## src/logic/des_macros.svh

```systemverilog
`ifndef DES_MACROS_SVH
`define DES_MACROS_SVH

// Data block and key width
`define DES_BLOCK_W 64
`define DES_HALF_W 32
`define DES_CD_W 28
`define DES_SUBKEY_W 48

// Round control
`define DES_ROUNDS 16
`define DES_ROUND_IDX_W 5

`endif

```

## src/logic/des_pkg.sv

```systemverilog
`include "des_macros.svh"

package des_pkg;

  typedef struct packed {
    logic [`DES_HALF_W-1:0] l;
    logic [`DES_HALF_W-1:0] r;
  } des_halves_t;

  typedef struct packed {
    logic [`DES_CD_W-1:0] c;
    logic [`DES_CD_W-1:0] d;
  } des_cd_t;

  // chunk[0] feeds S1, chunk[7] feeds S8
  typedef union packed {
    logic [`DES_SUBKEY_W-1:0] word;
    logic [0:7][5:0]          chunk;
  } des_sbox_in_u;

endpackage

```

## src/logic/des_input_stage.sv

```systemverilog
`timescale 1ns/1ps
`include "des_macros.svh"

module des_input_stage
  import des_pkg::*;
(
  input  logic                    clk,
  input  logic                    arst_n,
  input  logic                    start,
  input  logic [`DES_BLOCK_W-1:0] message,
  input  logic [`DES_BLOCK_W-1:0] key,
  input  logic                    done,
  output logic                    load,
  output des_halves_t             block,
  output des_cd_t                 cd,
  output logic                    busy
);

  localparam int IP_TBL [64] = '{
    58, 50, 42, 34, 26, 18, 10, 2,
    60, 52, 44, 36, 28, 20, 12, 4,
    62, 54, 46, 38, 30, 22, 14, 6,
    64, 56, 48, 40, 32, 24, 16, 8,
    57, 49, 41, 33, 25, 17,  9, 1,
    59, 51, 43, 35, 27, 19, 11, 3,
    61, 53, 45, 37, 29, 21, 13, 5,
    63, 55, 47, 39, 31, 23, 15, 7
  };

  // Parity bits 8, 16, .. 64 are dropped here
  localparam int PC1_TBL [56] = '{
    57, 49, 41, 33, 25, 17,  9,
     1, 58, 50, 42, 34, 26, 18,
    10,  2, 59, 51, 43, 35, 27,
    19, 11,  3, 60, 52, 44, 36,
    63, 55, 47, 39, 31, 23, 15,
     7, 62, 54, 46, 38, 30, 22,
    14,  6, 61, 53, 45, 37, 29,
    21, 13,  5, 28, 20, 12,  4
  };

  logic [`DES_BLOCK_W-1:0]  msg_ip;
  logic [2*`DES_CD_W-1:0]   key_pc1;
  logic                     accept;

  assign accept = start & ~busy; // Start while busy is dropped

  always_comb
  begin
    for (int i = 0; i < 64; i++)
    begin
      msg_ip[`DES_BLOCK_W-1-i] = message[`DES_BLOCK_W-IP_TBL[i]];
    end
    for (int i = 0; i < 56; i++)
    begin
      key_pc1[2*`DES_CD_W-1-i] = key[`DES_BLOCK_W-PC1_TBL[i]];
    end
  end

  always_ff @(posedge clk or negedge arst_n)
  begin
    if (!arst_n)
    begin
      load <= 1'b0;
      busy <= 1'b0;
    end
    else
    begin
      load <= accept;
      if (accept)
        busy <= 1'b1;
      else if (done)
        busy <= 1'b0;
    end
  end

  always_ff @(posedge clk)
  begin
    if (accept)
    begin
      block <= msg_ip;
      cd    <= key_pc1;
    end
  end

  a_done_busy: assert property (@(posedge clk) disable iff (!arst_n)
    done |-> busy);

endmodule

```

## src/logic/des_key_schedule.sv

```systemverilog
`timescale 1ns/1ps
`include "des_macros.svh"

module des_key_schedule
  import des_pkg::*;
(
  input  logic                        clk,
  input  logic                        arst_n,
  input  logic                        load,
  input  des_cd_t                     cd,
  input  logic                        step,
  input  logic [`DES_ROUND_IDX_W-1:0] round_idx,
  output logic [`DES_SUBKEY_W-1:0]    subkey
);

  localparam int PC2_TBL [48] = '{
    14, 17, 11, 24,  1,  5,
     3, 28, 15,  6, 21, 10,
    23, 19, 12,  4, 26,  8,
    16,  7, 27, 20, 13,  2,
    41, 52, 31, 37, 47, 55,
    30, 40, 51, 45, 33, 48,
    44, 49, 39, 56, 34, 53,
    46, 42, 50, 36, 29, 32
  };

  // Bit set means rotate by two in that round
  localparam logic [1:`DES_ROUNDS] ROT2 = 16'b0011_1111_0111_1110;

  logic [`DES_CD_W-1:0]   c_q;
  logic [`DES_CD_W-1:0]   d_q;
  logic [`DES_CD_W-1:0]   c_rot;
  logic [`DES_CD_W-1:0]   d_rot;
  logic [2*`DES_CD_W-1:0] cd_rot;

  always_comb
  begin
    if (ROT2[round_idx])
    begin
      c_rot = {c_q[`DES_CD_W-3:0], c_q[`DES_CD_W-1 -: 2]};
      d_rot = {d_q[`DES_CD_W-3:0], d_q[`DES_CD_W-1 -: 2]};
    end
    else
    begin
      c_rot = {c_q[`DES_CD_W-2:0], c_q[`DES_CD_W-1]};
      d_rot = {d_q[`DES_CD_W-2:0], d_q[`DES_CD_W-1]};
    end
    cd_rot = {c_rot, d_rot};
    for (int i = 0; i < `DES_SUBKEY_W; i++)
    begin
      subkey[`DES_SUBKEY_W-1-i] = cd_rot[2*`DES_CD_W-PC2_TBL[i]];
    end
  end

  // Key material is cleared on reset
  always_ff @(posedge clk or negedge arst_n)
  begin
    if (!arst_n)
    begin
      c_q <= '0;
      d_q <= '0;
    end
    else if (load)
    begin
      c_q <= cd.c;
      d_q <= cd.d;
    end
    else if (step)
    begin
      c_q <= c_rot; // Rotation of this round carries to the next
      d_q <= d_rot;
    end
  end

  a_step_idx: assert property (@(posedge clk) disable iff (!arst_n)
    step |-> (round_idx >= 1 && round_idx <= `DES_ROUNDS));

endmodule

```

## src/logic/des_feistel_f.sv

```systemverilog
`timescale 1ns/1ps
`include "des_macros.svh"

module des_feistel_f
  import des_pkg::*;
(
  input  logic [`DES_HALF_W-1:0]   r,
  input  logic [`DES_SUBKEY_W-1:0] subkey,
  output logic [`DES_HALF_W-1:0]   f
);

  localparam int E_TBL [48] = '{
    32,  1,  2,  3,  4,  5,
     4,  5,  6,  7,  8,  9,
     8,  9, 10, 11, 12, 13,
    12, 13, 14, 15, 16, 17,
    16, 17, 18, 19, 20, 21,
    20, 21, 22, 23, 24, 25,
    24, 25, 26, 27, 28, 29,
    28, 29, 30, 31, 32,  1
  };

  localparam int P_TBL [32] = '{
    16,  7, 20, 21, 29, 12, 28, 17,
     1, 15, 23, 26,  5, 18, 31, 10,
     2,  8, 24, 14, 32, 27,  3,  9,
    19, 13, 30,  6, 22, 11,  4, 25
  };

  // One box per 256-bit word, four rows of sixteen nibbles each
  localparam logic [0:7][0:63][3:0] SBOX = {
    256'hE4D12FB83A6C5907_0F74E2D1A6CB9538_41E8D62BFC973A50_FC8249175B3EA06D,
    256'hF18E6B34972DC05A_3D47F28EC01A69B5_0E7BA4D158C6932F_D8A13F42B67C05E9,
    256'hA09E63F51DC7B428_D709346A285ECBF1_D6498F30B12C5AE7_1AD069874FE3B52C,
    256'h7DE3069A1285BC4F_D8B56F03472C1AE9_A690CB7DF13E5284_3F06A1D8945BC72E,
    256'h2C417AB6853FD0E9_EB2C47D150FA3986_421BAD78F9C5630E_B8C71E2D6F09A453,
    256'hC1AF92680D34E75B_AF427C9561DE0B38_9EF528C3704A1DB6_432C95FABE17608D,
    256'h4B2EF08D3C975A61_D0B7491AE35C2F86_14BDC37EAF680592_6BD814A7950FE23C,
    256'hD2846FB1A93E50C7_1FD8A374C56B0E92_7B419CE206ADF358_21E74A8DFC90356B
  };

  logic [`DES_SUBKEY_W-1:0] r_exp;
  des_sbox_in_u             sin;
  logic [0:7][3:0]          s_out;
  logic [`DES_HALF_W-1:0]   s_flat;

  always_comb
  begin
    for (int i = 0; i < `DES_SUBKEY_W; i++)
    begin
      r_exp[`DES_SUBKEY_W-1-i] = r[`DES_HALF_W-E_TBL[i]];
    end
    sin.word = r_exp ^ subkey;
    // Row from outer bits, column from inner four
    for (int n = 0; n < 8; n++)
    begin
      s_out[n] = SBOX[n][{sin.chunk[n][5], sin.chunk[n][0], sin.chunk[n][4:1]}];
    end
    s_flat = s_out;
    for (int i = 0; i < `DES_HALF_W; i++)
    begin
      f[`DES_HALF_W-1-i] = s_flat[`DES_HALF_W-P_TBL[i]];
    end
  end

endmodule

```

## src/logic/des_round_engine.sv

```systemverilog
`timescale 1ns/1ps
`include "des_macros.svh"

module des_round_engine
  import des_pkg::*;
(
  input  logic                        clk,
  input  logic                        arst_n,
  input  logic                        load,
  input  des_halves_t                 block,
  input  logic [`DES_SUBKEY_W-1:0]    subkey,
  output logic                        step,
  output logic [`DES_ROUND_IDX_W-1:0] round_idx,
  output logic                        rounds_done,
  output des_halves_t                 result
);

  des_halves_t            lr_q;
  logic                   running;
  logic                   last_round;
  logic [`DES_HALF_W-1:0] f_val;

  des_feistel_f u_feistel (
    .r      (lr_q.r),
    .subkey (subkey),
    .f      (f_val)
  );

  assign step       = running;
  assign last_round = (int'(round_idx) == `DES_ROUNDS);

  always_ff @(posedge clk or negedge arst_n)
  begin
    if (!arst_n)
    begin
      running     <= 1'b0;
      round_idx   <= '0;
      rounds_done <= 1'b0;
    end
    else
    begin
      rounds_done <= step & last_round;
      if (load)
      begin
        running   <= 1'b1;
        round_idx <= `DES_ROUND_IDX_W'(1);
      end
      else if (step)
      begin
        if (last_round)
        begin
          running   <= 1'b0;
          round_idx <= '0;
        end
        else
          round_idx <= round_idx + 1'b1;
      end
    end
  end

  always_ff @(posedge clk)
  begin
    if (load)
      lr_q <= block;
    else if (step)
      lr_q <= '{l: lr_q.r, r: lr_q.l ^ f_val};
  end

  assign result = '{l: lr_q.r, r: lr_q.l}; // R16 L16 for the final permutation

  a_no_load_busy: assert property (@(posedge clk) disable iff (!arst_n)
    load |-> !running);

endmodule

```

## src/logic/des_output_stage.sv

```systemverilog
`timescale 1ns/1ps
`include "des_macros.svh"

module des_output_stage
  import des_pkg::*;
(
  input  logic                    clk,
  input  logic                    arst_n,
  input  logic                    rounds_done,
  input  des_halves_t             result,
  output logic [`DES_BLOCK_W-1:0] ciphertext,
  output logic                    done
);

  localparam int IP_INV_TBL [64] = '{
    40,  8, 48, 16, 56, 24, 64, 32,
    39,  7, 47, 15, 55, 23, 63, 31,
    38,  6, 46, 14, 54, 22, 62, 30,
    37,  5, 45, 13, 53, 21, 61, 29,
    36,  4, 44, 12, 52, 20, 60, 28,
    35,  3, 43, 11, 51, 19, 59, 27,
    34,  2, 42, 10, 50, 18, 58, 26,
    33,  1, 41,  9, 49, 17, 57, 25
  };

  logic [`DES_BLOCK_W-1:0] pre_out;
  logic [`DES_BLOCK_W-1:0] ct_next;

  assign pre_out = result;

  always_comb
  begin
    for (int i = 0; i < 64; i++)
    begin
      ct_next[`DES_BLOCK_W-1-i] = pre_out[`DES_BLOCK_W-IP_INV_TBL[i]];
    end
  end

  always_ff @(posedge clk or negedge arst_n)
  begin
    if (!arst_n)
    begin
      ciphertext <= '0;
      done       <= 1'b0;
    end
    else
    begin
      done <= rounds_done;
      if (rounds_done)
        ciphertext <= ct_next; // Held until the next block finishes
    end
  end

endmodule

```

## src/logic/des_ecb_enc.sv

```systemverilog
`timescale 1ns/1ps
`include "des_macros.svh"

module des_ecb_enc
  import des_pkg::*;
(
  input  logic                    clk,
  input  logic                    arst_n,
  input  logic                    start,
  input  logic [`DES_BLOCK_W-1:0] message,
  input  logic [`DES_BLOCK_W-1:0] key,
  output logic [`DES_BLOCK_W-1:0] ciphertext,
  output logic                    done,
  output logic                    busy
);

  logic                        load;
  des_halves_t                 block;
  des_cd_t                     cd;
  logic                        step;
  logic [`DES_ROUND_IDX_W-1:0] round_idx;
  logic [`DES_SUBKEY_W-1:0]    subkey;
  logic                        rounds_done;
  des_halves_t                 result;

  des_input_stage u_input (
    .clk     (clk),
    .arst_n  (arst_n),
    .start   (start),
    .message (message),
    .key     (key),
    .done    (done),
    .load    (load),
    .block   (block),
    .cd      (cd),
    .busy    (busy)
  );

  des_key_schedule u_keys (
    .clk       (clk),
    .arst_n    (arst_n),
    .load      (load),
    .cd        (cd),
    .step      (step),
    .round_idx (round_idx),
    .subkey    (subkey)
  );

  des_round_engine u_rounds (
    .clk         (clk),
    .arst_n      (arst_n),
    .load        (load),
    .block       (block),
    .subkey      (subkey),
    .step        (step),
    .round_idx   (round_idx),
    .rounds_done (rounds_done),
    .result      (result)
  );

  des_output_stage u_output (
    .clk         (clk),
    .arst_n      (arst_n),
    .rounds_done (rounds_done),
    .result      (result),
    .ciphertext  (ciphertext),
    .done        (done)
  );

endmodule

```

## config.mk

```make
export PLATFORM = sky130hd
export DESIGN_NAME = des_ecb_enc
export DESIGN_NICKNAME = d
export VERILOG_FILES = /design/src/logic/des_pkg.sv /design/src/logic/des_input_stage.sv /design/src/logic/des_key_schedule.sv /design/src/logic/des_feistel_f.sv /design/src/logic/des_round_engine.sv /design/src/logic/des_output_stage.sv /design/src/logic/des_ecb_enc.sv
export VERILOG_INCLUDE_DIRS = /design/src /design/src/logic
export SDC_FILE = /design/constraint.sdc
export NUM_CORES = 1
export LEC_CHECK = 0
export ABC_AREA = 1
export BUFFER_PORTS_ARGS = -buffer_cell sky130_fd_sc_hd__buf_2
export CAP_MARGIN = 20
export CORE_MARGIN = 1.5
export CORE_UTILIZATION = 40
export CTS_CLUSTER_DIAMETER = 50
export DETAILED_ROUTE_END_ITERATION = 16
export PLACE_DENSITY = 0.63
export SLEW_MARGIN = 25
export SYNTH_ARGS = -nofsm -noshare
export SYNTH_HDL_FRONTEND = slang
export SYNTH_SLANG_ARGS = --single-unit
```

## constraint.sdc

```tcl
create_clock -name clk -period 4.5 [get_ports clk]
set_input_delay 0.675 -clock clk [delete_from_list [all_inputs] [get_ports clk]]
set_output_delay 0.675 -clock clk [all_outputs]
set_load 0.1 [all_outputs]
```

==> qor.yml <==
run_status: "complete, no violations"
grt_max_degree: 94
worstSetupStartpointType: "register"
synth.avg_cell_area_um2: 7.94
cts_made_buffers: 43
grt_pass1_wl_mm: 94.0
dr.pass1.iters: 7
fin_cells: 3153
fin_worst_hold_slack_ns: 0.0417
clock.fmax_mhz: 252
placementRows: 78
die-area_mm2: 0.0479
post-route-drc-count: 0
placeableCoreArea_mm2: 0.0457
routed_wl_mm: 61.7
finalCritPeriodShare_pct: 88.3
drtIter0Drc: 1798
chipWidth_um: 219
seq_area_frac_synth_pct: 47.1
vias: 17200
clk_pin_slew_worst_paths_ns: 0.06
timing.critical_path.fanout_max: 20
synthDistinctLibCells: 30
postRouteAntennaNets: 0
hold_path_class: "input pin to asynchronous set/reset pin"
cts_htree_levels: 2
detailedPlace.worstSlack_ns: 0.619
drt-wirelength-per-cell_um: 19.6
post-dp-hpwl_mm: 45.5
arrival_ns: 4.29
ir_drop_v: 0.000245
grt_pass1_vias: 16100
worst-endpoint-required_ns: 4.81
cts-hold-fix-buffers: 0
numPortBuffers: 188
setup-violations-final: 0
timing_hold_violations_final: 0
timing_worst_slew_pin_value_ns: 0.870
clock-root-buffer: "sky130_fd_sc_hd__clkbuf_16"
syn_to_final_growth_pct: 15.9
worst_setup_path_end_kind: "register"
layout.nets: 2715
clk-insertion-delay-late_ns: 0.60
final_cell_mix: "748 x sky130_fd_sc_hd__nand2_1, 569 x sky130_fd_sc_hd__nand3_1, 199 x sky130_fd_sc_hd__inv_1, 187 x sky130_fd_sc_hd__buf_2, 184 x sky130_fd_sc_hd__edfxtp_1"
yosys_reg_bits: 314
synth_nets: 2545
gr-total-overflow: 0
maxCapViolCount: 0
vias_per_cell: 5.47
layout.core_utilization_pct: 47.3
numPlacedInstances: 3072
antenna_violations_before_repair: 1
io_pins: 197
post_synth_inst_count: 2348
clock_skew_ns: 0.0338
worstSetupStartpoint: "u_rounds.round_idx[0]"
number_of_clock_sinks_seen_by_cts: 314
synth.cell_area_mm2: 0.0186
yosys_warnings: 0
timing.slew.headroom_pct: 42.0
post-route-worst-setup-slack_ns: 0.526
fillerInstances: 4542
rr_startpoint: "u_rounds.round_idx[0]"
setup_repair_after_global_routing_missed_its_margin: "false"
slew_viol_final: 0
gpl.final_weighted_congestion: 0.942
cts.path.max_buffers: 3
post_cts_resize_count: 0
track_usage_pct: 25.8
timing.setup.critical_path_class: "register to register"
leakage_uw: 0.0101
setup_tns_ns: 0
chipHeight_um: 219
post-cts-setup-buffer-count: 0
final_layout_size_suffix_gt1_share_pct: 14.7
floorplan.initialDensity_pct: 40.8
antennaDiodeCount: 0
layout_min_cycle_time_ns: 3.97
tritoncts: "yes"
mostFrequentLayoutCell: "sky130_fd_sc_hd__nand2_1"
cell_area_power_density_mw_per_mm2: 306
[area by class of cell]
| class | instances | area [µm²] | area share (%) |
|---|---|---|---|
| Clock buffer | 52 | 1140 | 5.28 |
| Clock inverter | 28 | 327 | 1.51 |
| Inverter | 218 | 821 | 3.80 |
| Multi-Input combinational cell | 1728 | 8580 | 39.7 |
| Sequential cell | 314 | 8790 | 40.7 |
| Tap cell | 600 | 751 | 3.48 |
| Timing Repair Buffer | 213 | 1190 | 5.52 |
[worst paths after layout]
kind / depth (start not counted) / slack [ns] / endpoint
worst max-delay path: 20 / 0.53 / u_rounds.result[50]
worst min-delay path: 1 / 0.04 / u_rounds.round_idx[2]
worst max register to register: 20 / 0.53 / u_rounds.result[50]
min in group clk: 1 / 0.25 / u_input.cd[18]
worst min register to register: 1 / 0.45 / u_input.busy
max in group asynchronous: 3 / 3.14 / u_keys.d_q[9]
[layer usage]
layer  GRT usage [%]  wire, µm  part of all wire (%)  up-vias
met5               0         0                     0        -
met4            8.15      1790                   2.9        0
met3            6.39      5440                   8.8       95
met2            37.9     26600                    43      676
met1            37.1     27900                    45     8193
li1                -         -                     -     8277
[logic make-up after synthesis]
family,Yosys count,share of synthesized area (%)
and+or+nand+nor,1449,34.2
DFF,314,47.1
adders and majority gates,66,4.43
AOI/OAI and AO/OA,202,6.69
xor gates and xnor gates,11,0.678
buffers and inverters,306,6.92
[cell usage after synthesis, drive strengths merged]
library cell  count  area share [%]
a21oi            77             2.1
buf              46             1.7
clkbuf           42            0.85
dfrtp           130              17
edfxtp          184              30
ha               66             4.4
inv             218             4.4
nand2           777              16
nand3           590              16
nand3b            1           0.040
nand4             2           0.067
nor2             78             1.6
o211ai           24            0.97
o21ai            65             1.9
o221ai           34             1.6
o22ai             2           0.067
or2               1           0.034
xor2             11            0.68
[through the flow]
step,instance area [µm²],total power (µW)
after floorplan,18600,3100
after global placement,20100,3180
after detailed placement,20100,3180
after CTS,21600,6680
after global routing,21600,6800
final,21600,6610
[state kept, by name (all words and copies together) (netlist names)]
register              cells
u_input.block            64
u_output.ciphertext      64
u_rounds.result          64
u_input.cd               56
u_keys.c_q               28
u_keys.d_q               28
u_rounds.round_idx        5
u_input.busy              1
u_input.load              1
u_output.done             1
u_rounds.rounds_done      1
u_rounds.step             1
[power by group]
group	leakage [µW]	total [µW]	switching [µW]	internal [µW]
Combinational	0.00597	83.1	43.0	40.1
Clock	0.000715	3490	1440	2040
Sequential	0.00342	3040	0	3040
[worst max-delay path, cell delays in order, from the launching register on]
cell                      delay (ns)
sky130_fd_sc_hd__dfrtp_1        0.43
sky130_fd_sc_hd__ha_1           0.20
sky130_fd_sc_hd__inv_1          0.05
sky130_fd_sc_hd__ha_1           0.22
sky130_fd_sc_hd__a21oi_4        0.61
sky130_fd_sc_hd__buf_4          0.32
sky130_fd_sc_hd__nand3_1        0.15
sky130_fd_sc_hd__nand2_1        0.13
sky130_fd_sc_hd__nand2_1        0.05
sky130_fd_sc_hd__nand2_1        0.26
sky130_fd_sc_hd__ha_1           0.30
sky130_fd_sc_hd__inv_1          0.11
sky130_fd_sc_hd__nand3_1        0.14
sky130_fd_sc_hd__nand3_1        0.14
sky130_fd_sc_hd__nand3_1        0.09
sky130_fd_sc_hd__nand2_1        0.08
sky130_fd_sc_hd__nand2_1        0.10
sky130_fd_sc_hd__nand2_1        0.08
sky130_fd_sc_hd__nand2_1        0.05
sky130_fd_sc_hd__nand3_1        0.06
sky130_fd_sc_hd__nand2_1        0.11
Note: power is estimated with default switching activity, not from simulation.
